==> src/design/adder_params.svh <==
// Changing ADDER_WIDTH needs a matching PREFIX_LEVELS and a new split in the top level

`ifndef ADDER_PARAMS_SVH
`define ADDER_PARAMS_SVH

// Operand width in bits
`define ADDER_WIDTH 22

// Knowles tree depth for 22 bits plus carry-in
`define PREFIX_LEVELS 5

// Register stages from operand sample to result
`define ADDER_LATENCY 4

`endif

==> src/design/adder_pkg.sv <==
// Struct widths follow adder_params.svh and the pg words carry one extra bit for the carry-in

`include "adder_params.svh"

package adder_pkg;

	// Operands as presented by the producer
	typedef struct packed {
		logic [`ADDER_WIDTH-1:0] a;
		logic [`ADDER_WIDTH-1:0] b;
		logic                    cin;
	} operand_t;

	// Word passed between pipeline stages
	// Bit 0 holds the carry-in as generate with zero propagate
	typedef struct packed {
		logic                  valid;
		// Per-bit propagate kept for the sum
		logic [`ADDER_WIDTH:0] bit_p;
		// Running group propagate
		logic [`ADDER_WIDTH:0] grp_p;
		// Running group generate
		logic [`ADDER_WIDTH:0] grp_g;
	} pg_word_t;

	// Final sum with carry-out
	typedef struct packed {
		logic                    valid;
		logic [`ADDER_WIDTH-1:0] sum;
		logic                    cout;
	} result_t;

endpackage

==> src/design/pg_precompute.sv <==
// Payload is only loaded on in_valid so data outside a valid strobe is stale

`timescale 1ns/1ps

`include "adder_params.svh"

module pg_precompute (
	input  logic                clk,
	input  logic                arst_n,
	input  adder_pkg::operand_t operands,
	input  logic                in_valid,
	output adder_pkg::pg_word_t pg
);

	logic [`ADDER_WIDTH-1:0] p_bits;
	logic [`ADDER_WIDTH-1:0] g_bits;
	logic [`ADDER_WIDTH:0]   p_word;
	logic [`ADDER_WIDTH:0]   g_word;

	logic                    valid_q;
	logic [`ADDER_WIDTH:0]   p_q;
	logic [`ADDER_WIDTH:0]   g_q;

	// Bitwise propagate and generate
	assign p_bits = operands.a ^ operands.b;
	assign g_bits = operands.a & operands.b;

	// Carry-in takes the place below operand bit 0
	assign p_word = {p_bits, 1'b0};
	assign g_word = {g_bits, operands.cin};

	always_ff @(posedge clk or negedge arst_n) begin
		if (!arst_n) begin
			valid_q <= 1'b0;
		end else begin
			valid_q <= in_valid;
		end
	end

	always_ff @(posedge clk) begin
		if (in_valid) begin
			p_q <= p_word;
			g_q <= g_word;
		end
	end

	// Group values start as the per-bit values
	assign pg.valid = valid_q;
	assign pg.bit_p = p_q;
	assign pg.grp_p = p_q;
	assign pg.grp_g = g_q;

endmodule

==> src/design/prefix_levels.sv <==
// Levels FIRST_LEVEL to LAST_LEVEL must lie in 1 to PREFIX_LEVELS and the top pg bit is never combined

`timescale 1ns/1ps

`include "adder_params.svh"

module prefix_levels #(
	parameter int FIRST_LEVEL = 1,
	parameter int LAST_LEVEL  = `PREFIX_LEVELS
) (
	input  logic                clk,
	input  logic                arst_n,
	input  adder_pkg::pg_word_t pg_in,
	output adder_pkg::pg_word_t pg_out
);

	adder_pkg::pg_word_t   pg_comb;

	logic                  valid_q;
	logic [`ADDER_WIDTH:0] bit_p_q;
	logic [`ADDER_WIDTH:0] grp_p_q;
	logic [`ADDER_WIDTH:0] grp_g_q;

	// Black cell, result packed as {g, p}
	function automatic logic [1:0] black_cell(
		input logic g_hi,
		input logic p_hi,
		input logic g_lo,
		input logic p_lo
	);
		logic g_out;
		logic p_out;
		g_out = g_hi | (p_hi & g_lo);
		p_out = p_hi & p_lo;
		return {g_out, p_out};
	endfunction

	// Grey cell, generate only
	function automatic logic grey_cell(
		input logic g_hi,
		input logic p_hi,
		input logic g_lo
	);
		return g_hi | (p_hi & g_lo);
	endfunction

	// Lateral source for position k
	function automatic int source_of(input int k, input int level);
		int span;
		span = 1 << (level - 1);
		if (level == `PREFIX_LEVELS) begin
			// Knowles pairing where two neighbours share one odd source
			return (k - span) | 1;
		end
		return k - span;
	endfunction

	// One prefix level over the whole word
	function automatic adder_pkg::pg_word_t apply_level(
		input adder_pkg::pg_word_t w,
		input int                  level
	);
		adder_pkg::pg_word_t res;
		int                  span;
		int                  src;
		logic [1:0]          gp;
		res  = w;
		span = 1 << (level - 1);
		// Top position stays as is for the carry-out
		for (int k = 1; k < `ADDER_WIDTH; k++) begin
			if (k >= span) begin
				src = source_of(k, level);
				if (src < span) begin
					// Source group already reaches bit 0
					res.grp_g[k] = grey_cell(w.grp_g[k], w.grp_p[k], w.grp_g[src]);
					res.grp_p[k] = 1'b0;
				end else begin
					gp = black_cell(w.grp_g[k], w.grp_p[k],
						w.grp_g[src], w.grp_p[src]);
					res.grp_g[k] = gp[1];
					res.grp_p[k] = gp[0];
				end
			end
		end
		return res;
	endfunction

	// Each level reads the word left by the one before
	always_comb begin
		pg_comb = pg_in;
		for (int lvl = FIRST_LEVEL; lvl <= LAST_LEVEL; lvl++) begin
			pg_comb = apply_level(pg_comb, lvl);
		end
	end

	always_ff @(posedge clk or negedge arst_n) begin
		if (!arst_n) begin
			valid_q <= 1'b0;
		end else begin
			valid_q <= pg_comb.valid;
		end
	end

	always_ff @(posedge clk) begin
		if (pg_comb.valid) begin
			bit_p_q <= pg_comb.bit_p;
			grp_p_q <= pg_comb.grp_p;
			grp_g_q <= pg_comb.grp_g;
		end
	end

	assign pg_out.valid = valid_q;
	assign pg_out.bit_p = bit_p_q;
	assign pg_out.grp_p = grp_p_q;
	assign pg_out.grp_g = grp_g_q;

endmodule

==> src/design/sum_postcompute.sv <==
// Expects a word with every prefix level applied so grp_g below the top holds the carries

`timescale 1ns/1ps

`include "adder_params.svh"

module sum_postcompute (
	input  logic                clk,
	input  logic                arst_n,
	input  adder_pkg::pg_word_t pg_in,
	output adder_pkg::result_t  result
);

	logic [`ADDER_WIDTH-1:0] carry_in;
	logic [`ADDER_WIDTH-1:0] sum_d;
	logic                    cout_d;

	logic                    valid_q;
	logic [`ADDER_WIDTH-1:0] sum_q;
	logic                    cout_q;

	// Group generate at k is the carry into bit k+1
	assign carry_in = pg_in.grp_g[`ADDER_WIDTH-1:0];

	assign sum_d = pg_in.bit_p[`ADDER_WIDTH:1] ^ carry_in;

	// Top bit was left out of the tree
	assign cout_d = pg_in.grp_g[`ADDER_WIDTH] |
		(pg_in.bit_p[`ADDER_WIDTH] & carry_in[`ADDER_WIDTH-1]);

	always_ff @(posedge clk or negedge arst_n) begin
		if (!arst_n) begin
			valid_q <= 1'b0;
		end else begin
			valid_q <= pg_in.valid;
		end
	end

	always_ff @(posedge clk) begin
		if (pg_in.valid) begin
			sum_q  <= sum_d;
			cout_q <= cout_d;
		end
	end

	assign result.valid = valid_q;
	assign result.sum   = sum_q;
	assign result.cout  = cout_q;

endmodule

==> src/design/knowles_adder_top.sv <==
// Fixed four-cycle latency with one result per accepted input and no back-pressure

`timescale 1ns/1ps

`include "adder_params.svh"

module knowles_adder_top (
	input  logic                clk,
	input  logic                arst_n,
	input  adder_pkg::operand_t operands,
	input  logic                in_valid,
	output adder_pkg::result_t  result,
	output logic                out_valid
);

	adder_pkg::pg_word_t pre_pg;
	adder_pkg::pg_word_t lo_pg;
	adder_pkg::pg_word_t hi_pg;

	pg_precompute pre_i (
		.clk      (clk),
		.arst_n   (arst_n),
		.operands (operands),
		.in_valid (in_valid),
		.pg       (pre_pg)
	);

	// Spans 1, 2 and 4
	prefix_levels #(
		.FIRST_LEVEL (1),
		.LAST_LEVEL  (3)
	) lo_i (
		.clk    (clk),
		.arst_n (arst_n),
		.pg_in  (pre_pg),
		.pg_out (lo_pg)
	);

	// Span 8 then the Knowles level
	prefix_levels #(
		.FIRST_LEVEL (4),
		.LAST_LEVEL  (`PREFIX_LEVELS)
	) hi_i (
		.clk    (clk),
		.arst_n (arst_n),
		.pg_in  (lo_pg),
		.pg_out (hi_pg)
	);

	sum_postcompute post_i (
		.clk    (clk),
		.arst_n (arst_n),
		.pg_in  (hi_pg),
		.result (result)
	);

	assign out_valid = result.valid;

endmodule

==> config.mk <==
export PLATFORM = sky130hd
export DESIGN_NAME = knowles_adder_top
export DESIGN_NICKNAME = d
export VERILOG_FILES = /design/src/design/adder_pkg.sv /design/src/design/pg_precompute.sv /design/src/design/prefix_levels.sv /design/src/design/sum_postcompute.sv /design/src/design/knowles_adder_top.sv
export VERILOG_INCLUDE_DIRS = /design/src /design/src/design
export SDC_FILE = /design/constraint.sdc
export NUM_CORES = 1
export LEC_CHECK = 0
export BUFFER_PORTS_ARGS = -buffer_cell sky130_fd_sc_hd__buf_2
export CAP_MARGIN = 20
export CORE_ASPECT_RATIO = 2
export CORE_MARGIN = 2
export CORE_UTILIZATION = 45
export DETAILED_ROUTE_END_ITERATION = 16
export PLACE_DENSITY_LB_ADDON = 0.3
export SLEW_MARGIN = 30
export SYNTH_ARGS = -nofsm -noshare
export SYNTH_HDL_FRONTEND = slang
export SYNTH_SLANG_ARGS = --single-unit
==> constraint.sdc <==
create_clock -name clk -period 4.4 [get_ports clk]
set_input_delay 0.88 -clock clk [delete_from_list [all_inputs] [get_ports clk]]
set_output_delay 0.88 -clock clk [all_outputs]
set_load 0.01 [all_outputs]
==> impl_results.md, run 1 <==
* Status: finished, final reports clean
* DRC violation total after the first TritonRoute iteration at between 150 and 200
* Via density per instance at 4.82
* Via count of the first global-routing pass at 3056
* Fin area at about 0.0076 mm2
* Count of different cell masters after synthesis at 17
* Worst-path fanout max at 1
* Classification of the worst setup path: reg2out
* Die width at ~89 um
* Mean instance size in the synthesized netlist at approximately 19 um2
* Share of the synthesized area in the top cell type at 0.800
* Endpoint arrival time on the critical path at 0.92 ns
* Clock edge transition at the registers on the reported setup and hold paths at 0.06 ns
* CTS Buf Count at 17
* Clock tree from TritonCTS: built
* Required time at the endpoint of the critical path at roughly 3.5 ns
* Slowest cell on crit path: edfxtp_1
* Leading cell types in the layout, fill and taps excluded: edfxtp_1 (172), buf_2 (71), ha_1 (23)
* Register area share after synthesis at 0.816
* Peak supply drop at about 0.30 mV
* RSZ-0062 raised after global routing: no
* Placer Congestion at approximately 0.86
* Type of the worst min-delay path: in2async
* Antenna violations before repair at 0
* Worst-case reg-to-reg path depth at 3
* Max-slew violation count at 0
* Number of ports placed on the die boundary at 73
* Number of maximum-capacitance violations at 0
* Post-detailed-route DRC marker count at 0
* Area after detailed placement at roughly 0.007 mm2
* Setup tns final at 0 ns
* Commonest non-fill, non-tap cell in the layout: edfxtp_1
* Wire length of the first global-routing pass at 14200 um
* Static leakage power at 2.80 nW
* Startpoint kind of the worst setup timing path: register
* Levels on crit path at 1
* Critical path buffer and inverter count at 1
* Final routed wirelength across all metal layers at 8680 um
* Count of state elements after synthesis at about 180
* Post-Synthesis Net Count at between 400 and 500
* Fin Hold WS at between 0.2 and 0.3 ns
* Final count of negative-setup-slack endpoints at 0
* Post-synthesis to final-layout area growth at 18.1%
* Buffer type at the clock tree root: clkbuf_16
* Placeable core region at ~0.014 mm2
* Average detailed-routed wire length per instance at approximately 14 um
* Starting density of the core at 0.455
* Resize count post-CTS at 0
* CP Cell Sequence: buf_2
* Largest net degree at the start of global routing at between 60 and 70
* IO Port Bufs at 72
* Ant diodes at 0
* Number of buffers inserted for hold repair after clock tree synthesis at 0
* Yosys warnings at 0
* Hold Fails Final Rpt at 0
* Synthesized instance count at ~350
* Row count at 62
* Total Die Area at approximately 0.015 mm2
* Met1 usage at 0.147
* Yosys top cell by area: edfxtp_1
* CP Capture Type: output port
* Buffer depth of the longest clock path at 2
* Part of the cycle the worst path needs at 0.410
* Overflow after GRT at 0
* Area contributors post-synth: edfxtp_1 (80%), ha_1 (4.5%), xor2_1 (2.8%)
* Global-route usage over all layers at 0.125
* Antenna-violating nets left at 0
* Clk sinks at around 180
* Clock Skews at between 0.007 and 0.008 ns
* Share of final-layout standard cells stronger than drive strength 1 at 0.237
* Hpwl dp at 6130 um
* Total vias in the final route at 3099
* Cell Area, Synth at roughly 0.0065 mm2
* Number of buffers added for setup after CTS at 0
* Later-pin clock latency in the skew report at about 0.41 ns
* Fmax at approximately 550 MHz
* GRT Max-Usage Layer: met2
* Pwr Density at between 400 and 500 mW/mm2
* Met2 track utilization from global routing at 0.196
* Maximum level of the CTS H-tree at 4
* Final min period at ~1.8 ns
* Count of nets after finishing at 510
* Number of detailed-routing iterations run before antenna repair at 4
* Die outline height at 173 um
* Worst slew slack as a fraction of its limit at 0.406
* Met3 capacity usage during global routing at 0.0429
* Slew of the pin with the lowest slew margin at roughly 0.89 ns
* Category of cells accounting for the largest share of critical-path delay: flip-flops
* Peak per-stage delay on the critical path at between 0.3 and 0.4 ns
cells by family after synthesis:
logic type      after synthesis  synth area share
flops                       176             0.816
compound gates               72            0.0706
simple gates                 51            0.0366
fa+ha+maj                    23            0.0446
xor+xnor                     21            0.0285
buf+inv                       5           0.00407
sequential cells by signal (all words and copies together) (netlist names):
register,flops
hi_i.bit_p_q,22
post_i.cout_q,1
pre_i.g_q,23
pre_i.valid_q,1
lo_i.grp_p_q,14
pre_i.p_q,22
post_i.sum_q,22
post_i.valid_q,1
lo_i.grp_g_q,23
lo_i.valid_q,1
lo_i.bit_p_q,22
hi_i.grp_g_q,23
hi_i.valid_q,1
path summary, 6_finish.rpt:
kind,from,slack [ns],end
setup reg to reg,pre_i.p_q[14],2.99,lo_i.grp_g_q[18]
min in group clk,lo_i.bit_p_q[16],0.42,hi_i.bit_p_q[16]
setup / recovery,post_i.sum_q[20],2.60,result[21]
max in group asynchronous,arst_n,4.00,pre_i.valid_q
hold / removal,arst_n,0.26,pre_i.valid_q
hold reg to reg,lo_i.bit_p_q[16],0.42,hi_i.bit_p_q[16]
power by group:
| group | internal (mW) | total, mW | leakage (nW) | switching (mW) |
|---|---|---|---|---|
| Sequential | 2.02 | 2.11 | 1.71 | 0.0860 |
| Combinational | 0.0889 | 0.206 | 0.813 | 0.117 |
| Clock | 0.831 | 1.41 | 0.271 | 0.576 |
final cells by class:
cell class	count	area (um2)
clock buffer	17	425
fill	1136	6570
sequential	176	5270
clock inverter	14	141
multi-input combinational	167	1160
inverter	3	11.3
tap	192	240
timing repair buffer	74	378
layer usage:
metal  routed length [um]  vias up
met5                    0        -
met4                  333        0
met3                  445       30
met2                 4420      104
met1                 3480     1415
li1                     -     1550
per-stage QoR:
step                      std cells  power (mW)  worst slack (ns)   util
after detailed placement        612        2.35              2.39  0.497
final                           643        3.72              2.60  0.537
after global routing            643        3.87              2.55  0.537
after global placement          612        2.35              2.40  0.497
after CTS                       643        3.76              2.57  0.537
after floorplan                 348        2.24              2.49      -
synth_stat cells:
cell type,instances
nand2_1,20
nor2_1,12
o21ai_0,7
edfxtp_1,172
a21oi_1,22
ha_1,23
or2_2,1
o221ai_1,4
xor2_1,21
dfrtp_1,4
inv_1,3
o21a_1,15
buf_4,2
o21ai_1,7
a21o_1,17
nor3_1,2
nand4_1,16
Note: power is estimated with default switching activity, not from simulation.
==> run 2: changes to the inputs <==
- clock period: 4.4 -> 1.5 ns (I/O delays scaled with it)
==> impl_results.md, run 2 (synthesized netlist as in run 1, its figures left out) <==
* Buffer depth of the longest clock path at 2 (unchanged)
* Fin area at 0.00778 mm2 (was 0.00763 mm2)
* Buffer type at the clock tree root: clkbuf_16 (unchanged)
* Via density per instance at 4.88 (was 4.82)
* Via count of the first global-routing pass at 3191 (was 3056)
* CP Cell Sequence: a21oi_1 > o21a_1 > o221ai_1 (was buf_2)
* Post-detailed-route DRC marker count at 0 (unchanged)
* Required time at the endpoint of the critical path at 1.64 ns (was 3.52 ns)
* Average detailed-routed wire length per instance at 14.1 um (was 13.5 um)
* Total vias in the final route at 3200 (was 3099)
* Fmax at 753 MHz
* Final min period at 1.33 ns
* Peak supply drop at 0.878 mV (was 0.304 mV)
* Clock tree from TritonCTS: built (unchanged)
* Final routed wirelength across all metal layers at 9280 um (was 8680 um)
* Pwr Density at 1430 mW/mm2 (was 488 mW/mm2)
* Final count of negative-setup-slack endpoints at 0 (unchanged)
* Post-synthesis to final-layout area growth at 20.5% (was 18.1%)
* Commonest non-fill, non-tap cell in the layout: edfxtp_1 (unchanged)
* Worst-path fanout max at 8 (was 1)
* Share of final-layout standard cells stronger than drive strength 1 at 0.250 (was 0.237)
* Max-slew violation count at 0 (unchanged)
* Type of the worst min-delay path: in2reg (was in2async)
* Number of detailed-routing iterations run before antenna repair at 4 (unchanged)
* Clock edge transition at the registers on the reported setup and hold paths at 0.06 ns (about the same)
* Static leakage power at 2.87 nW (was 2.80 nW)
* Largest registers: hi_i.grp_g_q: 23 flops, lo_i.grp_g_q: 23 flops, pre_i.g_q: 23 flops (unchanged)
* CTS Buf Count at 17 (unchanged)
* Later-pin clock latency in the skew report at 0.41 ns (about the same)
* Count of nets after finishing at 523 (was 510)
* Maximum level of the CTS H-tree at 4 (unchanged)
* RSZ-0062 raised after global routing: no (unchanged)
* Antenna violations before repair at 0 (unchanged)
* Slowest cell on crit path: edfxtp_1 (unchanged)
* Peak per-stage delay on the critical path at 0.48 ns (was 0.36 ns)
* Wire length of the first global-routing pass at 15300 um (was 14200 um)
* Classification of the worst setup path: reg2reg (was reg2out)
* Slew of the pin with the lowest slew margin at 0.319 ns (was 0.891 ns)
* Final Instance Count excl. Fillers at 656 (was 643)
* Largest net degree at the start of global routing at 61 (unchanged)
* Hpwl dp at 6690 um (was 6130 um)
* Part of the cycle the worst path needs at 0.885
* Status: finished, final reports clean (unchanged)
* Hold Fails Final Rpt at 0 (unchanged)
* Area after detailed placement at 0.00719 mm2 (was 0.00706 mm2)
* Total Die Area at 0.0154 mm2 (unchanged)
* Die width at 88.7 um (unchanged)
* Cells after DPL at 624 (was 612)
* DRC violation total after the first TritonRoute iteration at 176 (was 164)
* Number of maximum-capacitance violations at 0 (unchanged)
* Clock Skews at 0.00473 ns (was 0.00765 ns)
* Startpoint kind of the worst setup timing path: register (unchanged)
* IO Port Bufs at 72 (unchanged)
* Ant diodes at 0 (unchanged)
* Worst slew slack as a fraction of its limit at 0.787 (was 0.406)
* Placeable core region at 0.0142 mm2 (unchanged)
* Starting density of the core at 0.455 (unchanged)
* Endpoint arrival time on the critical path at 1.47 ns (was 0.92 ns)
* Setup tns final at 0 ns (unchanged)
* Placer Congestion at 0.878 (was 0.859)
* Final core occ at 0.548 (was 0.537)
* Row count at 62 (unchanged)
* CP Capture Type: register (was output port)
* Number of ports placed on the die boundary at 73 (unchanged)
* Die outline height at 173 um (unchanged)
* Overflow after GRT at 0 (unchanged)
* Antenna-violating nets left at 0 (unchanged)
* Leading cell types in the layout, fill and taps excluded: edfxtp_1 (172), buf_2 (72), ha_1 (23) (was edfxtp_1 (172), buf_2 (71), ha_1 (23))
* Clk sinks at 176 (unchanged)
* Global-route usage over all layers at 0.133 (was 0.125)
[run 2: cell count changes in the layout (fill, tap and decap cells not counted), sizes merged]
cell,previous run,this run
bufinv,2,3
clkbuf,17,20
inv,6,4
clkinvlp,4,2
buf,74,86
dlygate4sd3,0,1
[run 2: path summary, 6_finish.rpt]
kind | from | end | slack, ns | depth (start not counted)
min in group asynchronous | arst_n | pre_i.valid_q | 0.22 | 2
min | operands[0] | pre_i.g_q[0] | 0.07 | 1
max in group asynchronous | arst_n | lo_i.valid_q | 1.15 | 2
max reg2reg | pre_i.p_q[13] | lo_i.grp_g_q[19] | 0.17 | 3
max | pre_i.p_q[13] | lo_i.grp_g_q[19] | 0.17 | 3
min reg2reg | lo_i.bit_p_q[21] | hi_i.bit_p_q[21] | 0.42 | 0
[run 2: cell type report]
type | instances | area [um2]
multi-input combinational | 167 | 1170
sequential | 176 | 5270
tap | 192 | 240
clock buffer | 20 | 437
inverter | 3 | 11.3
timing repair buffer | 87 | 513
clock inverter | 11 | 140
fill | 1114 | 6420
[run 2: where the power goes]
group,switching (mW),internal (mW)
sequential,0.197,5.94
combinational,0.414,0.310
clock,1.68,2.60
[run 2: stage by stage]
step	hold slack, ns	worst slack (ns)	power [mW]
3_3_place_gp	0.115	0.190	6.95
5_1_grt	0.0434	0.0714	11.6
3_5_place_dp	0.116	0.153	6.97
2_1_floorplan	0.00441	0.136	6.57
6_report	0.0674	0.173	11.1
4_1_cts	0.0556	0.130	11.2
[run 2: critical path: cells and delay by family (launching register included)]
kind	cells	cell delay, ns
compound gates	3	0.57
flops	1	0.48
[run 2: repair_timing]
item / in CTS / in global routing
endpoints found under the hold margin: 4 / 0
hold buffers: 1 / 0
setup endpoints to repair: 0 / 1
setup buffers: 0 / 0
gates resized for setup: 0 / 1
[run 2: routing by layer]
layer | vias up | track usage | wire length (um)
li1 | 1583 | - | -
met1 | 1494 | 0.156 | 3680
met2 | 106 | 0.216 | 4970
met3 | 17 | 0.0390 | 396
met4 | 0 | 0.0688 | 237
met5 | - | 0 | 0
